===== config.mk =====
export PLATFORM = sky130hd
export DESIGN_NAME = mc_bridge
export DESIGN_NICKNAME = d
export VERILOG_FILES = /design/src/hdl/mc_bridge_pkg.sv /design/src/hdl/mc_bridge.sv /design/src/hdl/mc_link_arbiter.sv /design/src/hdl/mc_load_unit.sv /design/src/hdl/mc_return_sipo.sv /design/src/hdl/mc_store_unit.sv
export VERILOG_INCLUDE_DIRS = /design/src /design/src/hdl
export SDC_FILE = /design/constraint.sdc
export NUM_CORES = 1
export LEC_CHECK = 0
export BUFFER_PORTS_ARGS = -buffer_cell sky130_fd_sc_hd__buf_2
export CAP_MARGIN = 20
export CORE_MARGIN = 4
export CORE_UTILIZATION = 45
export CTS_BUF_LIST = sky130_fd_sc_hd__clkbuf_4
export CTS_CLUSTER_SIZE = 28
export DETAILED_ROUTE_END_ITERATION = 10
export PLACE_DENSITY_LB_ADDON = 0.15
export SLEW_MARGIN = 20
export SYNTH_ARGS = -nofsm -noshare
export SYNTH_HDL_FRONTEND = slang
export SYNTH_HIERARCHICAL = 1
export SYNTH_SLANG_ARGS = --single-unit

===== constraint.sdc =====
create_clock -name clk_i -period 3.5 [get_ports clk_i]
set_input_delay 0.35 -clock clk_i [delete_from_list [all_inputs] [get_ports clk_i]]
set_output_delay 0.35 -clock clk_i [all_outputs]
set_load 0.005 [all_outputs]

===== src/hdl/mc_bridge_defs.svh =====
//////////////////////////////////////////////////////////////////////
// widths and sizes shared by the bridge; coordinate offsets assume
// 2 byte-offset bits followed by the 12-bit packet word address
//////////////////////////////////////////////////////////////////////
`ifndef MC_BRIDGE_DEFS_SVH
`define MC_BRIDGE_DEFS_SVH

`define MC_WORD_W        32
`define MC_BLOCK_WORDS   4
`define MC_PADDR_W       32
`define MC_LINK_ADDR_W   12

// mesh coordinates taken from the command address
`define MC_X_W           2
`define MC_Y_W           2
`define MC_X_OFFSET      14
`define MC_Y_OFFSET      16

`define MC_LINK_CREDITS  4

`endif


===== src/hdl/mc_bridge_pkg.sv =====
//////////////////////////////////////////////////////////////////////
// command and packet encodings, all one bit wide
//////////////////////////////////////////////////////////////////////
`default_nettype none

package mc_bridge_pkg;

  // command from the coherence engine
  typedef enum logic {
    MEM_READ  = 1'b0,
    MEM_WRITE = 1'b1
  } mem_op_e;

  // NC_BLOCK marks a cached block command
  typedef enum logic {
    NC_WORD  = 1'b0,
    NC_BLOCK = 1'b1
  } nc_size_e;

  // remote packet opcode on the mesh link
  typedef enum logic {
    PKT_LOAD  = 1'b0,
    PKT_STORE = 1'b1
  } pkt_op_e;

endpackage

`default_nettype wire


===== src/hdl/mc_bridge.sv =====
//////////////////////////////////////////////////////////////////////
// writes are posted; only reads produce a response
//////////////////////////////////////////////////////////////////////
`include "mc_bridge_defs.svh"
`timescale 1ns/1ps
`default_nettype none

module mc_bridge (
  input  wire logic                                       clk_i,
  input  wire logic                                       reset_i,
  input  wire logic                                       cmd_v_i,
  input  wire mc_bridge_pkg::mem_op_e                     cmd_op_i,
  input  wire mc_bridge_pkg::nc_size_e                    cmd_size_i,
  input  wire logic [`MC_PADDR_W-1:0]                     cmd_addr_i,
  input  wire logic [`MC_BLOCK_WORDS-1:0][`MC_WORD_W-1:0] cmd_data_i,
  output logic                                            cmd_yumi_o,
  output logic                                            pkt_v_o,
  output mc_bridge_pkg::pkt_op_e                          pkt_op_o,
  output logic [`MC_X_W-1:0]                              pkt_x_o,
  output logic [`MC_Y_W-1:0]                              pkt_y_o,
  output logic [`MC_LINK_ADDR_W-1:0]                      pkt_addr_o,
  output logic [`MC_WORD_W-1:0]                           pkt_data_o,
  input  wire logic                                       credit_i,
  input  wire logic                                       return_v_i,
  input  wire logic [`MC_WORD_W-1:0]                      return_data_i,
  output logic                                            resp_v_o,
  output logic [`MC_PADDR_W-1:0]                          resp_addr_o,
  output logic [`MC_BLOCK_WORDS-1:0][`MC_WORD_W-1:0]      resp_data_o,
  input  wire logic                                       resp_ready_i
);

  logic ld_yumi, st_yumi;
  logic ld_req_v, st_req_v, ld_grant, st_grant;
  mc_bridge_pkg::pkt_op_e ld_req_op, st_req_op;
  logic [`MC_X_W-1:0] ld_req_x, st_req_x;
  logic [`MC_Y_W-1:0] ld_req_y, st_req_y;
  logic [`MC_LINK_ADDR_W-1:0] ld_req_addr, st_req_addr;
  logic [`MC_WORD_W-1:0] ld_req_data, st_req_data;
  logic [$clog2(`MC_BLOCK_WORDS+1)-1:0] sipo_count;
  logic [`MC_BLOCK_WORDS-1:0][`MC_WORD_W-1:0] sipo_data;
  logic sipo_consume;

  // units never accept in the same cycle, opcodes differ
  assign cmd_yumi_o = ld_yumi || st_yumi;

  mc_load_unit u_load (
    .clk_i(clk_i), .reset_i(reset_i),
    .cmd_v_i(cmd_v_i), .cmd_op_i(cmd_op_i), .cmd_size_i(cmd_size_i),
    .cmd_addr_i(cmd_addr_i), .cmd_yumi_o(ld_yumi),
    .req_v_o(ld_req_v), .req_op_o(ld_req_op), .req_x_o(ld_req_x), .req_y_o(ld_req_y),
    .req_addr_o(ld_req_addr), .req_data_o(ld_req_data), .req_grant_i(ld_grant),
    .sipo_count_i(sipo_count), .sipo_data_i(sipo_data), .sipo_consume_o(sipo_consume),
    .resp_v_o(resp_v_o), .resp_addr_o(resp_addr_o), .resp_data_o(resp_data_o),
    .resp_ready_i(resp_ready_i)
  );

  mc_store_unit u_store (
    .clk_i(clk_i), .reset_i(reset_i),
    .cmd_v_i(cmd_v_i), .cmd_op_i(cmd_op_i), .cmd_size_i(cmd_size_i),
    .cmd_addr_i(cmd_addr_i), .cmd_data_i(cmd_data_i), .cmd_yumi_o(st_yumi),
    .req_v_o(st_req_v), .req_op_o(st_req_op), .req_x_o(st_req_x), .req_y_o(st_req_y),
    .req_addr_o(st_req_addr), .req_data_o(st_req_data), .req_grant_i(st_grant)
  );

  mc_link_arbiter u_arb (
    .clk_i(clk_i), .reset_i(reset_i),
    .ld_req_v_i(ld_req_v), .ld_req_op_i(ld_req_op), .ld_req_x_i(ld_req_x),
    .ld_req_y_i(ld_req_y), .ld_req_addr_i(ld_req_addr), .ld_req_data_i(ld_req_data),
    .st_req_v_i(st_req_v), .st_req_op_i(st_req_op), .st_req_x_i(st_req_x),
    .st_req_y_i(st_req_y), .st_req_addr_i(st_req_addr), .st_req_data_i(st_req_data),
    .credit_i(credit_i), .ld_grant_o(ld_grant), .st_grant_o(st_grant),
    .pkt_v_o(pkt_v_o), .pkt_op_o(pkt_op_o), .pkt_x_o(pkt_x_o), .pkt_y_o(pkt_y_o),
    .pkt_addr_o(pkt_addr_o), .pkt_data_o(pkt_data_o)
  );

  mc_return_sipo u_sipo (
    .clk_i(clk_i), .reset_i(reset_i),
    .in_v_i(return_v_i), .in_data_i(return_data_i), .consume_i(sipo_consume),
    .count_o(sipo_count), .data_o(sipo_data)
  );

endmodule

`default_nettype wire


===== src/hdl/mc_link_arbiter.sv =====
//////////////////////////////////////////////////////////////////////
// grants only with a credit; one credit_i pulse per consumed packet
//////////////////////////////////////////////////////////////////////
`include "mc_bridge_defs.svh"
`timescale 1ns/1ps
`default_nettype none

module mc_link_arbiter (
  input  wire logic                          clk_i,
  input  wire logic                          reset_i,
  input  wire logic                          ld_req_v_i,
  input  wire mc_bridge_pkg::pkt_op_e        ld_req_op_i,
  input  wire logic [`MC_X_W-1:0]            ld_req_x_i,
  input  wire logic [`MC_Y_W-1:0]            ld_req_y_i,
  input  wire logic [`MC_LINK_ADDR_W-1:0]    ld_req_addr_i,
  input  wire logic [`MC_WORD_W-1:0]         ld_req_data_i,
  input  wire logic                          st_req_v_i,
  input  wire mc_bridge_pkg::pkt_op_e        st_req_op_i,
  input  wire logic [`MC_X_W-1:0]            st_req_x_i,
  input  wire logic [`MC_Y_W-1:0]            st_req_y_i,
  input  wire logic [`MC_LINK_ADDR_W-1:0]    st_req_addr_i,
  input  wire logic [`MC_WORD_W-1:0]         st_req_data_i,
  input  wire logic                          credit_i,
  output logic                               ld_grant_o,
  output logic                               st_grant_o,
  output logic                               pkt_v_o,
  output mc_bridge_pkg::pkt_op_e             pkt_op_o,
  output logic [`MC_X_W-1:0]                 pkt_x_o,
  output logic [`MC_Y_W-1:0]                 pkt_y_o,
  output logic [`MC_LINK_ADDR_W-1:0]         pkt_addr_o,
  output logic [`MC_WORD_W-1:0]              pkt_data_o
);

  localparam int cred_w = $clog2(`MC_LINK_CREDITS + 1);

  logic [cred_w-1:0] credit_cnt_r;
  // high gives the store unit priority
  logic ptr_r;
  logic has_credit;

  assign has_credit = (credit_cnt_r != '0);
  assign ld_grant_o = has_credit && ld_req_v_i && (!st_req_v_i || !ptr_r);
  assign st_grant_o = has_credit && st_req_v_i && (!ld_req_v_i || ptr_r);

  assign pkt_v_o    = ld_grant_o || st_grant_o;
  assign pkt_op_o   = st_grant_o ? st_req_op_i   : ld_req_op_i;
  assign pkt_x_o    = st_grant_o ? st_req_x_i    : ld_req_x_i;
  assign pkt_y_o    = st_grant_o ? st_req_y_i    : ld_req_y_i;
  assign pkt_addr_o = st_grant_o ? st_req_addr_i : ld_req_addr_i;
  assign pkt_data_o = st_grant_o ? st_req_data_i : ld_req_data_i;

  always_ff @(posedge clk_i) begin
    if (reset_i) begin
      credit_cnt_r <= cred_w'(`MC_LINK_CREDITS);
      ptr_r        <= 1'b0;
    end else begin
      case ({pkt_v_o, credit_i})
        2'b10:   credit_cnt_r <= credit_cnt_r - 1'b1;
        2'b01:   credit_cnt_r <= credit_cnt_r + 1'b1;
        default: credit_cnt_r <= credit_cnt_r;
      endcase
      if (ld_grant_o) begin
        ptr_r <= 1'b1;
      end else if (st_grant_o) begin
        ptr_r <= 1'b0;
      end
    end
  end

  // a wrap below zero also lands above the limit
  assert property (@(posedge clk_i) disable iff (reset_i)
    credit_cnt_r <= cred_w'(`MC_LINK_CREDITS));

  assert property (@(posedge clk_i) disable iff (reset_i) !(ld_grant_o && st_grant_o));

endmodule

`default_nettype wire


===== src/hdl/mc_load_unit.sv =====
//////////////////////////////////////////////////////////////////////
// one read in flight; response waits for all words in the return SIPO
//////////////////////////////////////////////////////////////////////
`include "mc_bridge_defs.svh"
`timescale 1ns/1ps
`default_nettype none

module mc_load_unit (
  input  wire logic                                    clk_i,
  input  wire logic                                    reset_i,
  input  wire logic                                    cmd_v_i,
  input  wire mc_bridge_pkg::mem_op_e                  cmd_op_i,
  input  wire mc_bridge_pkg::nc_size_e                 cmd_size_i,
  input  wire logic [`MC_PADDR_W-1:0]                  cmd_addr_i,
  output logic                                         cmd_yumi_o,
  output logic                                         req_v_o,
  output mc_bridge_pkg::pkt_op_e                       req_op_o,
  output logic [`MC_X_W-1:0]                           req_x_o,
  output logic [`MC_Y_W-1:0]                           req_y_o,
  output logic [`MC_LINK_ADDR_W-1:0]                   req_addr_o,
  output logic [`MC_WORD_W-1:0]                        req_data_o,
  input  wire logic                                    req_grant_i,
  input  wire logic [$clog2(`MC_BLOCK_WORDS+1)-1:0]    sipo_count_i,
  input  wire logic [`MC_BLOCK_WORDS-1:0][`MC_WORD_W-1:0] sipo_data_i,
  output logic                                         sipo_consume_o,
  output logic                                         resp_v_o,
  output logic [`MC_PADDR_W-1:0]                       resp_addr_o,
  output logic [`MC_BLOCK_WORDS-1:0][`MC_WORD_W-1:0]   resp_data_o,
  input  wire logic                                    resp_ready_i
);

  localparam int fill_w   = $clog2(`MC_BLOCK_WORDS + 1);
  localparam int lg_words = $clog2(`MC_BLOCK_WORDS);
  localparam int byte_off = `MC_X_OFFSET - `MC_LINK_ADDR_W;

  typedef enum logic [2:0] {
    LD_IDLE,
    LD_SEND_BLOCK,
    LD_WAIT_BLOCK,
    LD_SEND_WORD,
    LD_WAIT_WORD
  } ld_state_e;

  ld_state_e state_r, state_n;
  logic [lg_words-1:0] cnt_r, cnt_n;
  logic [`MC_PADDR_W-1:0] addr_r;
  logic [`MC_LINK_ADDR_W-1:0] word_addr;

  assign word_addr  = addr_r[byte_off +: `MC_LINK_ADDR_W];
  assign req_x_o    = addr_r[`MC_X_OFFSET +: `MC_X_W];
  assign req_y_o    = addr_r[`MC_Y_OFFSET +: `MC_Y_W];
  assign req_op_o   = mc_bridge_pkg::PKT_LOAD;
  assign req_data_o = '0;
  assign resp_addr_o = addr_r;

  always_comb begin
    state_n        = state_r;
    cnt_n          = cnt_r;
    cmd_yumi_o     = 1'b0;
    req_v_o        = 1'b0;
    req_addr_o     = word_addr;
    sipo_consume_o = 1'b0;
    resp_v_o       = 1'b0;
    resp_data_o    = sipo_data_i;
    case (state_r)
      LD_IDLE: begin
        if (cmd_v_i && cmd_op_i == mc_bridge_pkg::MEM_READ) begin
          cmd_yumi_o = 1'b1;
          cnt_n      = '0;
          state_n    = (cmd_size_i == mc_bridge_pkg::NC_BLOCK) ? LD_SEND_BLOCK : LD_SEND_WORD;
        end
      end
      LD_SEND_BLOCK: begin
        // block base with the word counter in the low bits
        req_v_o    = 1'b1;
        req_addr_o = {word_addr[`MC_LINK_ADDR_W-1:lg_words], cnt_r};
        if (req_grant_i) begin
          cnt_n = cnt_r + 1'b1;
          if (cnt_r == lg_words'(`MC_BLOCK_WORDS - 1)) begin
            state_n = LD_WAIT_BLOCK;
          end
        end
      end
      LD_WAIT_BLOCK: begin
        resp_v_o = (sipo_count_i == fill_w'(`MC_BLOCK_WORDS));
        if (resp_v_o && resp_ready_i) begin
          sipo_consume_o = 1'b1;
          state_n        = LD_IDLE;
        end
      end
      LD_SEND_WORD: begin
        req_v_o = 1'b1;
        if (req_grant_i) begin
          state_n = LD_WAIT_WORD;
        end
      end
      LD_WAIT_WORD: begin
        resp_data_o    = '0;
        resp_data_o[0] = sipo_data_i[0];
        resp_v_o       = (sipo_count_i == fill_w'(1));
        if (resp_v_o && resp_ready_i) begin
          sipo_consume_o = 1'b1;
          state_n        = LD_IDLE;
        end
      end
      default: state_n = LD_IDLE;
    endcase
  end

  always_ff @(posedge clk_i) begin
    if (reset_i) begin
      state_r <= LD_IDLE;
      cnt_r   <= '0;
    end else begin
      state_r <= state_n;
      cnt_r   <= cnt_n;
    end
  end

  always_ff @(posedge clk_i) begin
    if (cmd_yumi_o) begin
      addr_r <= cmd_addr_i;
    end
  end

  // arbiter must only grant a live request
  assert property (@(posedge clk_i) disable iff (reset_i) req_grant_i |-> req_v_o);

endmodule

`default_nettype wire


===== src/hdl/mc_return_sipo.sv =====
//////////////////////////////////////////////////////////////////////
// no ready output; the sender must never exceed the lane count
//////////////////////////////////////////////////////////////////////
`include "mc_bridge_defs.svh"
`timescale 1ns/1ps
`default_nettype none

module mc_return_sipo (
  input  wire logic                                    clk_i,
  input  wire logic                                    reset_i,
  input  wire logic                                    in_v_i,
  input  wire logic [`MC_WORD_W-1:0]                   in_data_i,
  input  wire logic                                    consume_i,
  output logic [$clog2(`MC_BLOCK_WORDS+1)-1:0]         count_o,
  output logic [`MC_BLOCK_WORDS-1:0][`MC_WORD_W-1:0]   data_o
);

  localparam int fill_w = $clog2(`MC_BLOCK_WORDS + 1);

  logic [fill_w-1:0] count_r;
  logic [`MC_BLOCK_WORDS-1:0][`MC_WORD_W-1:0] lanes_r;

  always_ff @(posedge clk_i) begin
    if (reset_i) begin
      count_r <= '0;
    end else if (consume_i) begin
      count_r <= '0;
    end else if (in_v_i) begin
      count_r <= count_r + 1'b1;
    end
  end

  // next free lane is the current fill level
  always_ff @(posedge clk_i) begin
    if (in_v_i && !consume_i) begin
      lanes_r[count_r[fill_w-2:0]] <= in_data_i;
    end
  end

  assign count_o = count_r;
  assign data_o  = lanes_r;

  // load unit keeps at most one block outstanding
  assert property (@(posedge clk_i) disable iff (reset_i)
    in_v_i |-> (count_r < fill_w'(`MC_BLOCK_WORDS)));

endmodule

`default_nettype wire


===== src/hdl/mc_store_unit.sv =====
//////////////////////////////////////////////////////////////////////
// posted writes; done once the last store packet is granted
//////////////////////////////////////////////////////////////////////
`include "mc_bridge_defs.svh"
`timescale 1ns/1ps
`default_nettype none

module mc_store_unit (
  input  wire logic                                       clk_i,
  input  wire logic                                       reset_i,
  input  wire logic                                       cmd_v_i,
  input  wire mc_bridge_pkg::mem_op_e                     cmd_op_i,
  input  wire mc_bridge_pkg::nc_size_e                    cmd_size_i,
  input  wire logic [`MC_PADDR_W-1:0]                     cmd_addr_i,
  input  wire logic [`MC_BLOCK_WORDS-1:0][`MC_WORD_W-1:0] cmd_data_i,
  output logic                                            cmd_yumi_o,
  output logic                                            req_v_o,
  output mc_bridge_pkg::pkt_op_e                          req_op_o,
  output logic [`MC_X_W-1:0]                              req_x_o,
  output logic [`MC_Y_W-1:0]                              req_y_o,
  output logic [`MC_LINK_ADDR_W-1:0]                      req_addr_o,
  output logic [`MC_WORD_W-1:0]                           req_data_o,
  input  wire logic                                       req_grant_i
);

  localparam int lg_words = $clog2(`MC_BLOCK_WORDS);
  localparam int byte_off = `MC_X_OFFSET - `MC_LINK_ADDR_W;

  typedef enum logic [1:0] {
    ST_IDLE,
    ST_SEND_BLOCK,
    ST_SEND_WORD
  } st_state_e;

  st_state_e state_r;
  logic [lg_words-1:0] cnt_r;
  logic [`MC_PADDR_W-1:0] addr_r;
  logic [`MC_BLOCK_WORDS-1:0][`MC_WORD_W-1:0] data_r;
  logic [`MC_LINK_ADDR_W-1:0] word_addr;
  logic last_grant;

  assign word_addr  = addr_r[byte_off +: `MC_LINK_ADDR_W];
  assign cmd_yumi_o = (state_r == ST_IDLE) && cmd_v_i && (cmd_op_i == mc_bridge_pkg::MEM_WRITE);
  assign req_v_o    = (state_r != ST_IDLE);
  assign req_op_o   = mc_bridge_pkg::PKT_STORE;
  assign req_x_o    = addr_r[`MC_X_OFFSET +: `MC_X_W];
  assign req_y_o    = addr_r[`MC_Y_OFFSET +: `MC_Y_W];
  // counter stays at zero for an uncached write, so lane 0 goes out
  assign req_data_o = data_r[cnt_r];
  assign req_addr_o = (state_r == ST_SEND_BLOCK)
                    ? {word_addr[`MC_LINK_ADDR_W-1:lg_words], cnt_r}
                    : word_addr;
  assign last_grant = req_grant_i
                    && ((state_r == ST_SEND_WORD) || (cnt_r == lg_words'(`MC_BLOCK_WORDS - 1)));

  always_ff @(posedge clk_i) begin
    if (reset_i) begin
      state_r <= ST_IDLE;
      cnt_r   <= '0;
    end else if (cmd_yumi_o) begin
      cnt_r   <= '0;
      state_r <= (cmd_size_i == mc_bridge_pkg::NC_BLOCK) ? ST_SEND_BLOCK : ST_SEND_WORD;
    end else if (last_grant) begin
      state_r <= ST_IDLE;
    end else if (req_grant_i) begin
      cnt_r <= cnt_r + 1'b1;
    end
  end

  always_ff @(posedge clk_i) begin
    if (cmd_yumi_o) begin
      addr_r <= cmd_addr_i;
      data_r <= cmd_data_i;
    end
  end

endmodule

`default_nettype wire


Word-level counts from Yosys, hierarchy flattened
Index checks and enable logic that the tools add are counted.
- $add $sub $neg: 5
- $mul: 0
- div/mod/pow operators: 0
- $lt $le $gt $ge: 3
- equality and inequality tests: 18
- shift operators: 0
- multiplexer cells: 37
- bitwise logic cells: 2
- reductions and logical operators: 35
- operator list (operator ; count):
    $bwmux 128 ; 1
    $mux 128 ; 1
    $mux 32 ; 3
    $bmux 32 s2 ; 1
    $demux 32 s2 ; 1
    $mux 2 ; 10
    $mux 3 ; 6
    $pmux 3 s5 ; 1
    $logic_and 1x1->1 ; 12
    $mux 12 ; 1
    $ne 2x1->1 const B ; 6
    $reduce_bool 2->1 ; 5
    $eq 2x2->1 const B ; 4
    $mux 1 ; 8
    $add 3x1->3 const B ; 2
    $eq 3x1->1 const B ; 2
    $eq 3x2->1 const B ; 2
    $eq 3x3->1 const B ; 2
    $lt 2x3->1 const B ; 2
    $pmux 3 s2 ; 1
    $reduce_and 6->1 ; 1
    $reduce_or 2->1 ; 3
    $logic_or 1x1->1 ; 5
    $add 2x1->2 const B ; 2
    12 further kinds ; 18
- bits in registers: 322
- bits in latches: 0
- RAM bits: 0
- bits in read-only memories: 0
- input port bits: 200
- output and inout bits: 212
- word-level logic and storage cells: 117
- memories kept: 0

Logic depth before layout (Yosys ltp)
Gate-level depths: netlist of run 1.
- depth after elaboration: 9
- gate-level depth with buffers: 9
- depth with buffers taken out: 8

By module
The synthesis of run 1 kept the hierarchy.
- modules (own cells, without submodules) (module ; times used ; cells each ; area each (µm²) ; seq. area each (µm²)):
    mc_store_unit ; 1 ; 227 ; 5479.0 ; 4404.2
    mc_return_sipo ; 1 ; 151 ; 4063.9 ; 3903.7
    mc_load_unit ; 1 ; 263 ; 2575.0 ; 1061.0
    mc_link_arbiter ; 1 ; 80 ; 869.6 ; 80.1
    mc_bridge ; 1 ; 1 ; 6.3 ; 0.0

Worst setup path after synthesis of run 1
No wires, ideal clock.
- kind: register to output
- from: register u_load.state_r[0]
- to: output port cmd_yumi_o
- arrival: 3.331 ns
- required time: 3.150 ns
- path slack: -0.181 ns
- cell stages (with the launch flop): 5
- path buffers: 1
- cell sequence: dfxtp_1 buf_6 or3b_4 nor3_1 or2_1
- longest elaborated chain between the ends: 3
- ends and longest elaborated chain (element ; RTL line ; text):
    start: declaration ; mc_load_unit.sv:44 ; ld_state_e state_r, state_n;
    start signal: assignment ; mc_load_unit.sv:115 ; state_r <= state_n;
    $logic_not 3->1 ; mc_load_unit.sv:65 ; case (state_r)
    $mux 1 ; mc_load_unit.sv:65 ;
    named net ld_yumi ; mc_bridge.sv:32 ; logic ld_yumi, st_yumi;
    $logic_or 1x1->1 ; mc_bridge.sv:44 ; assign cmd_yumi_o = ld_yumi || st_yumi;
    end: declaration ; mc_bridge.sv:16 ; output logic cmd_yumi_o,
The timed path passes the listed nets, and every way through them passes these cells.

Worst setup path in the final report of run 1
- from: register u_load.state_r[0]
- to: output port pkt_data_o[4]
- longest elaborated chain between the ends: 7
- elaborated cells between the ends (all ways): 8
- classes of those cells: eq/ne (2); mux (2); reduce/logical (4)
- ends and longest elaborated chain (element ; RTL line ; text):
    $eq 3x1->1 or $eq 3x2->1 (tied branches) ; mc_load_unit.sv:65 ;
    $reduce_or 2->1 (no line) * ; - ;
    $mux 1 * ; mc_load_unit.sv:65 ;
    named net ld_req_v ; mc_bridge.sv:33 ; logic ld_req_v, st_req_v, ld_grant, st_grant;
    $logic_not 1->1 * ; mc_link_arbiter.sv:43 ; assign st_grant_o = has_credit && st_req_v_i && (!ld_req_v_i || ptr_r);
    $logic_or 1x1->1 * ; mc_link_arbiter.sv:43 ;
    $logic_and 1x1->1 * ; mc_link_arbiter.sv:43 ;
    $mux 32 * ; mc_link_arbiter.sv:50 ; assign pkt_data_o = st_grant_o ? st_req_data_i : ld_req_data_i;
    end: declaration ; mc_bridge.sv:22 ; output logic [`MC_WORD_W-1:0] pkt_data_o,
The timed path passes the listed nets; every way through them passes the cells marked *.

==> impl_metrics.yaml, run 1 <==
clock_network:
  htreeDepth: 3
  cts_made_buffers: 82
  clk_pin_slew_ns: 0.06
  clk_root_buffer_cell: "clkbuf_4"
  clk_latency_ns: 0.64
  cts_tree: "done"
  clkSinkCount: 320
  post_cts_buffers: 0
  cts_max_path_buffers: 3
route:
  via_per_inst: 4.577
  wl_mm: 30.87
  vias: 8073
  dr.first_iter.drc_count: 337
  drc: 0
  wl_per_cell_um: 17.50
  detail-route-antenna-nets: 0
  first_pass_iters: 4
sta:
  finalSetupViolCount: 0
  hold_violations: 0
  final_max_slew_viol_count: 0
  fin_tns_setup_ns: 0
  clock.fmax_mhz: 309.3
  skew_ns: 0.02688
  relSlewSlack: 0.5069
  finalCriticalPeriod_ns: 3.233
  rsz0062_at_grt: "false"
  post-route-worst-setup-slack_ns: 0.2668
  fin_crit_sh: 0.9238
  holdWs_ns: 0.08071
  tightest_slew_ns: 0.7397
finish:
  stdcell_area_sq_mm: 0.01792
  fin_util: 0.6362
  area_growth_pct: 37.90
  drive_above_1_share: 0.4650
  fin_cells: 1764
  nNetsFinal: 1546
  n_fill_cell: 2080
global_route:
  grt_use_total: 0.1903
  grt-ovfl-total: 0
  grt_max_degree: 73
  antenna_found_initial: 1
  grt_pass1_vias: 8675
  grt_pass1_wl_mm: 46.42
yosys:
  synthesis.area_sq_mm: 0.01299
  synthTopCellsByCount: "edfxtp_1, buf_4, nor2b_1"
  ys_warn_count: 6
  yosysMostFrequentCell: "edfxtp_1"
  ys_seq_area_frac: 0.7272
  synthTopCellsByArea: "edfxtp_1, mux4_2, buf_4, nor2b_1, mux2_2"
  synth_cells: 722
  ys_types: 50
  ys.flop_type: "edfxtp_1"
  yosys.area.top_type_share: 0.7026
  async_flop_share: 0
  synth_edf_count: 304
  synth_seq_cells: 320
  postSynthAreaPerCell_sq_um: 18.00
  yosys.area.top_type: "edfxtp_1"
placement:
  post-place-ws_ns: 0.9236
  dp_hpwl_mm: 20.40
  placed_area_sq_mm: 0.01493
  gp_congestion: 0.7757
  dp.cells: 1437
  portBuffers: 411
setup_path:
  worst_ep_arrival_time_ns: 2.88
  cp-end-kind: "output pin"
  required_ns: 3.15
  path_max_fanout: 35
  crit_type: "reg -> out"
  worst_setup_path_start_kind: "register"
hold_path:
  hold_class: "in -> reg"
floorplan:
  start_util: 0.4614
  die_h_um: 177.9
  coreArea_sq_mm: 0.02816
  io_pins: 412
  die-area_sq_mm: 0.03166
  die_x_um: 177.9
  rows: 61
power_and_ir_drop:
  peakVddDrop_v: 0.0002812
  cellPowerDensity_mw_per_mm2: 482.7
  power_leakage_nw: 7.138
  power.total_mw: 8.649
status:
  status: "finished clean"
flow_run:
  maxCapViolCount: 0
[path summary, 6_finish.rpt]
path / from / endpoint / slack, ns / cells after the start
max: u_load/state_r[0] / pkt_data_o[4] / 0.27 / 6
min: reset_i / u_load/cnt_r[1] / 0.08 / 2
max reg2reg: u_load/state_r[2] / u_store/state_r[0] / 0.90 / 8
min reg2reg: u_arb/ptr_r / u_arb/ptr_r / 0.50 / 2
[cell usage in the layout (no fill, tap or decap), types with 7 or more instances in the layout]
cell type,count
nor2b_1,93
inv_1,7
conb_1,34
ha_1,7
dfxtp_1,14
mux4_2,32
mux2_2,49
buf_2,411
edfxtp_1,304
and2b_1,7
nand2b_1,10
clkbuf_4,116
clkinv_1,10
buf_4,8
dlygate4sd3_1,195
nor2_1,7
o21ai_0,8
[repair_timing]
action	in CTS	in global routing
resized for setup	0	0
endpoints found under the setup margin	0	0
hold buffers	195	0
endpoints found under the hold margin	308	0
[cell families after synthesis]
family | synth area share
compound gates | 0.01165
xor+xnor | 0.002023
fa+ha+maj | 0.008281
buf+inv | 0.07318
flops | 0.7272
mux | 0.1029
other cells | 0.0005780
simple gates | 0.07415
[critical path, cell delays in order (launching register included)]
cell	delay, ns
dfxtp_1	0.51
and2b_2	0.26
nand2b_1	0.10
nand3_4	0.44
buf_4	0.41
mux2_2	0.38
buf_2	0.13
[final cells by class]
cell class	instances	area, sq um	share of cell area
sequential	320	9452	0.5275
multi-input combinational	307	2744	0.1531
antenna	1	2.502	0.0001397
clock buffer	116	870.8	0.04860
inverter	7	26.28	0.001466
clock inverter	15	161.4	0.009008
timing repair buffer	620	4189	0.2338
tap	378	473.0	0.02639
[layer usage]
layer	vias to the layer above	GRT usage	routed length (um)
met5	-	0	0
met4	0	0.06768	652
met3	50	0.05795	2790
met2	375	0.3313	15800
met1	3806	0.2237	11630
li1	3842	-	-
[report_power, final]
group          switching [mW]  internal, mW  leakage, nW
Combinational           0.430         0.546         3.58
Sequential             0.0762          4.41         2.95
Clock                    1.39          1.80        0.610
[flip-flops by register name (all words and copies together) (netlist names)]
name                count
u_sipo/data_o         128
u_store/data_r        128
u_load/resp_addr_o     32
u_store/addr_r         16
u_arb/credit_cnt_r      3
u_load/state_r          3
u_sipo/count_o          3
u_load/cnt_r            2
u_store/cnt_r           2
u_store/state_r         2
u_arb/ptr_r             1
(Power assumes the default switching activity.)
==> run 2: changes to the inputs <==
Settings changed: BUFFER_PORTS_ARGS -buffer_cell sky130_fd_sc_hd__buf_2 to unset, CORE_UTILIZATION 45 to 30, DONT_BUFFER_PORTS set to 1.
==> run 2 against run 1 <==
Fmax grew 0.72%; largest cell class unchanged; clock skew grew 0.0029 ns; cell area shrank 10%.
==> impl_metrics.yaml, run 2 (synthesis gave the netlist of run 1 again) <==
status:
  status: "finished clean"
route:
  first_pass_iters: 4
  dr.first_iter.drc_count: 343
  wl_per_cell_um: 19.57
  detail-route-antenna-nets: 0
  via_per_inst: 4.298
  wl_mm: 30.78
  drc: 0
  vias: 6760
sta:
  final_max_slew_viol_count: 0
  tightest_slew_ns: 1.034
  fin_crit_sh: 0.9171
  finalCriticalPeriod_ns: 3.210
  relSlewSlack: 0.3091
  clock.fmax_mhz: 311.5
  fin_tns_setup_ns: 0
  finalSetupViolCount: 0
  hold_violations: 0
  holdWs_ns: 0.1677
  skew_ns: 0.02982
power_and_ir_drop:
  p_sw_mw: 1.968
  p_clk_frac: 0.378
  switching_share: 0.2332
  peakVddDrop_v: 0.0004278
  cellPowerDensity_mw_per_mm2: 523.6
  internal_power_mw: 6.470
  power_leakage_nw: 5.517
  pwr-share-seq: 0.535
  combinationalPowerShare: 0.087
setup_path:
  worst_ep_arrival_time_ns: 2.86
  critPathTopFamily: "simple AND/OR/NAND/NOR gates"
  r2r-start: "u_load/state_r[1]"
  r2r_cells: 6
  worst_setup_path_start_kind: "register"
  path_depth: 4
  r2r_end: "u_sipo/data_o[46]"
  crit_chain: "and2b_2 -> nand2b_1 -> nand3_4 -> mux2_2"
  max_stage_delay_ns: 0.66
  required_ns: 3.15
  critPathSlowestCell: "nand3_4"
  cp-end-kind: "output pin"
  path_buf_inv: 0
  regToRegSetupSlack_ns: 0.83
  path_max_fanout: 50
  crit_type: "reg -> out"
global_route:
  grt_max_degree: 96
  grt-ovfl-total: 0
  grt_use_total: 0.1282
  grt_pass1_wl_mm: 45.47
  grt_pass1_vias: 7532
  antenna_found_initial: 6
hold_path:
  hold_class: "in -> reg"
  min-delay-start: "cmd_v_i"
  hold_end: "u_load/cnt_r[0]"
  min_path_cells: 4
finish:
  register_area_sq_mm: 0.009453
  drive_above_1_share: 0.2406
  area_growth_pct: 24.02
  n_fill_cell: 3978
  multi_input_area_sq_mm: 0.002751
  final_common_cell: "edfxtp_1"
  nNetsFinal: 1137
  mostFrequentLayoutCells: "edfxtp_1, dlygate4sd3_1, clkbuf_4"
floorplan:
  die-area_sq_mm: 0.04671
  coreArea_sq_mm: 0.04242
  die_x_um: 216.1
  io_pins: 412
  rows: 75
  die_h_um: 216.1
  start_util: 0.3063
clock_network:
  clk_pin_slew_ns: 0.06
  clkSinkCount: 320
  cts_max_path_buffers: 3
  cts_tree: "done"
  post_cts_buffers: 0
  htreeDepth: 3
  cts_made_buffers: 86
  clk_latency_ns: 0.76
  clk_root_buffer_cell: "clkbuf_4"
placement:
  gp_congestion: 0.7616
  dp_hpwl_mm: 20.69
  portBuffers: 0
flow_run:
  maxCapViolCount: 0
[run 2: cell types whose count changed in the layout (fill, tap and decap cells not counted), sizes merged]
cell / before / now
buf: 425 / 6
clkinv: 10 / 23
clkbuf: 116 / 122
diode: 1 / 7
dlygate4sd3: 195 / 201
bufinv: 4 / 1
clkinvlp: 0 / 1
[run 2: worst max path at each step]
stage | start | end | slack [ns]
after floorplan | u_store/state_r[0] | cmd_yumi_o | 0.37
after global routing | u_load/state_r[2] | pkt_addr_o[10] | -0.009
final | u_load/state_r[2] | pkt_addr_o[10] | 0.29
after global placement | u_load/state_r[2] | u_store/cnt_r[1] | 0.84
after CTS | u_load/state_r[2] | pkt_addr_o[1] | 0.07
after detailed placement | u_load/state_r[2] | u_store/cnt_r[0] | 0.74
[run 2: layer usage]
layer | global-route usage | share of wire
met1 | 0.1353 | 0.37
met2 | 0.2208 | 0.50
met3 | 0.06583 | 0.10
met4 | 0.04544 | 0.023
met5 | 0 | 0.00049
[run 2: per-stage QoR]
stage	total power [mW]	area, sq um	setup WS [ns]	instances	util
final	8.437	16110	0.2900	1573	0.3799
after global routing	8.908	16110	-0.009220	1572	0.3799
after CTS	8.615	16100	0.07239	1566	0.3795
after detailed placement	5.134	13030	0.7418	1217	0.3072
after global placement	5.113	13030	0.8422	1217	0.3072
after floorplan	5.082	13120	0.3742	754	-
[run 2: area by class of cell]
| class | count | share of cell area |
|---|---|---|
| Clock buffer | 122 | 0.05684 |
| Inverter | 7 | 0.001631 |
| Timing Repair Buffer | 207 | 0.1300 |
| Sequential cell | 320 | 0.5866 |
| Antenna cell | 7 | 0.001087 |
| Clock inverter | 26 | 0.008308 |
| Multi-Input combinational cell | 307 | 0.1707 |
| Tap cell | 577 | 0.04480 |
[run 2: power groups by stage]
stage          Clock (mW)  Sequential, mW  Combinational [mW]
3_5_place_dp            0            4.60               0.531
5_1_grt              3.57            4.53               0.803
4_1_cts              3.34            4.52               0.755
6_report             3.19            4.51               0.737
2_1_floorplan           0            4.55               0.534
3_3_place_gp            0            4.60               0.517
[run 2: what timing repair did]
| item | 4_1_cts | 5_1_grt |
|---|---|---|
| setup endpoints to repair | 16 | 0 |
| endpoints found under the hold margin | 329 | 0 |
| resized for setup | 2 | 0 |
| hold buffers | 201 | 0 |
[run 2: worst min-delay path: stages]
cell	delay [ns]
or3b_4	0.24
a211o_1	0.16
a21oi_1	0.08
nor2_1	0.07
==> run 3: changes to the inputs <==
Settings changed: ABC_AREA set to 1.
==> run 3 against run 2 <==
Clock skew rose by 0.016 ns; cell area increased by 3.8%; critical path depth rose by 3; synthesized area grew 4.3%; synthesized cell count is 54% higher; final cell count rose by 26%; wire length rose by 14%; global-route usage grew 0.94 points; via count increased by 25%; sequential share of layout area down 2.2 points; register-to-register slack better by 0.07 ns; critical path type unchanged; critical endpoint is now pkt_addr_o[0]; largest cell class unchanged.
==> impl_metrics.yaml, run 3 <==
clock_network:
  clk_pin_slew_ns: 0.06
  cts_made_buffers: 91
  clk_root_buffer_cell: "clkbuf_4"
  cts_resized: 0
  clkSinkCount: 320
  cts_max_path_buffers: 3
  hold_buffers: 203
  cts_tree: "done"
  htreeDepth: 3
  clk_latency_ns: 0.79
  post_cts_buffers: 0
global_route:
  grt_pass1_vias: 8701
  antenna_found_initial: 4
  grt-ovfl-total: 0
  grt_max_degree: 98
  grt_use_total: 0.1376
  grt_pass1_wl_mm: 50.62
yosys:
  synth_seq_cells: 320
  synth_edf_count: 304
  synthesis.area_sq_mm: 0.01355
  yosysMostFrequentCell: "edfxtp_1"
  synth_cells: 1113
  ys_types: 38
  ys.flop_type: "edfxtp_1"
  synthTopCellsByCount: "edfxtp_1, nand2_1, nor2_1"
  postSynthAreaPerCell_sq_um: 12.18
  ys_warn_count: 6
  synthTopCellsByArea: "edfxtp_1, buf_4, nand2_1, nor2_1, inv_1"
  yosys.area.top_type_share: 0.6736
  ys_seq_area_frac: 0.6973
  async_flop_share: 0
  yosys.area.top_type: "edfxtp_1"
power_and_ir_drop:
  p_sw_mw: 2.511
  p_clk_frac: 0.357
  internal_power_mw: 6.674
  cellPowerDensity_mw_per_mm2: 549.1
  pwr-share-seq: 0.500
  switching_share: 0.2734
  peakVddDrop_v: 0.0003448
  power.total_mw: 9.186
  power_leakage_nw: 6.495
  combinationalPowerShare: 0.143
placement:
  portBuffers: 0
  dp_hpwl_mm: 22.04
  placed_area_sq_mm: 0.01359
  gp_congestion: 0.7613
sta:
  holdWs_ns: 0.1819
  final_max_slew_viol_count: 0
  fin_tns_setup_ns: 0
  tightest_slew_ns: 1.013
  hold_violations: 0
  clock.fmax_mhz: 315.9
  relSlewSlack: 0.3249
  finalCriticalPeriod_ns: 3.165
  fin_crit_sh: 0.9044
  finalSetupViolCount: 0
  skew_ns: 0.04534
setup_path:
  path_max_fanout: 50
  cp_common_cell: "nand2_1"
  worst_setup_path_start_kind: "register"
  required_ns: 3.15
  max_stage_delay_ns: 0.56
  crit_type: "reg -> out"
  crit_chain: "inv_2 -> nor2_1 -> a21oi_2 -> nand2_4 -> buf_4 -> nand2_1 -> nand2_1"
  cp-end-kind: "output pin"
  critPathSlowestCell: "buf_4"
  worst_ep_arrival_time_ns: 2.82
route:
  wl_per_cell_um: 17.69
  detail-route-antenna-nets: 0
  first_pass_iters: 4
  drc: 0
  vias: 8478
  wl_mm: 35.02
  via_per_inst: 4.284
  dr.first_iter.drc_count: 348
floorplan:
  die_x_um: 220.5
  die-area_sq_mm: 0.04864
  coreArea_sq_mm: 0.04441
  start_util: 0.3051
  io_pins: 412
  rows: 77
  die_h_um: 220.5
finish:
  fin_util: 0.3767
  n_fill_cell: 4355
  mostFrequentLayoutCells: "edfxtp_1, dlygate4sd3_1, nand2_1"
  nNetsFinal: 1529
  stdcell_area_sq_mm: 0.01673
  area_growth_pct: 23.45
  final_common_cell: "edfxtp_1"
  drive_above_1_share: 0.1595
hold_path:
  hold_class: "in -> reg"
status:
  status: "finished clean"
flow_run:
  maxCapViolCount: 0
## run 3: critical path, delay by kind of cell (launching register included)
kind,cells,cell delay (ns)
buf+inv,2,0.66
simple gates,4,0.74
flops,1,0.51
compound gates,1,0.12
## run 3: cell type report
class,instances,area [sq um],share of cell area
sequential,320,9450,0.5649
multi-input combinational,558,2763,0.1651
timing repair buffer,217,2162,0.1292
clock buffer,136,1021,0.06103
tap,592,740.7,0.04427
inverter,133,506.7,0.03029
clock inverter,15,66.31,0.003964
antenna,8,20.02,0.001197
## run 3: stage by stage
step	setup slack, ns	cells
4_1_cts	0.1549	1971
3_3_place_gp	1.119	1617
2_1_floorplan	0.02915	1145
3_5_place_dp	1.044	1617
5_1_grt	-0.008424	1979
6_report	0.3347	1979
## run 3: kinds of logic (layout without fill, tap and decap cells)
| family | Yosys count | after routing | share of synthesized area |
|---|---|---|---|
| multiplexers | 1 | 1 | 0.0008309 |
| flip-flops | 320 | 320 | 0.6973 |
| AO/OA/AOI/OAI | 112 | 112 | 0.05429 |
| buffers and inverters | 267 | 501 | 0.1103 |
| adder cells (fa/ha/maj) | 8 | 8 | 0.007940 |
| AND/OR/NAND/NOR | 403 | 403 | 0.1288 |
| other | 2 | 42 | 0.0005542 |
## run 3: power by group through the flow
stage | clock, mW | sequential [mW] | combinational [mW]
floorplan | 0 | 4.64 | 0.947
global route | 3.71 | 4.61 | 1.48
finish | 3.28 | 4.59 | 1.31
global placement | 0 | 4.68 | 1.12
detailed placement | 0 | 4.68 | 1.12
CTS | 3.46 | 4.60 | 1.35
## run 3: worst paths after layout
kind / from / to / slack (ns) / depth (start not counted)
worst max register to register: u_load/state_r[2] / u_load/state_r[2] / 0.90 / 9
worst max-delay path: u_load/state_r[0] / pkt_addr_o[0] / 0.33 / 7
worst min-delay path: return_v_i / u_sipo/data_o[111] / 0.18 / 3
worst min register to register: u_arb/ptr_r / u_arb/ptr_r / 0.48 / 2
## run 3: routing by layer
metal | global-route usage | routed length (um) | vias up | part of all wire
met3 | 0.06949 | 3851 | 67 | 0.11
met4 | 0.05284 | 762 | 0 | 0.022
met5 | 0 | 0 | - | 0
li1 | - | - | 4054 | -
met1 | 0.1557 | 13750 | 3987 | 0.39
met2 | 0.2234 | 16650 | 370 | 0.48
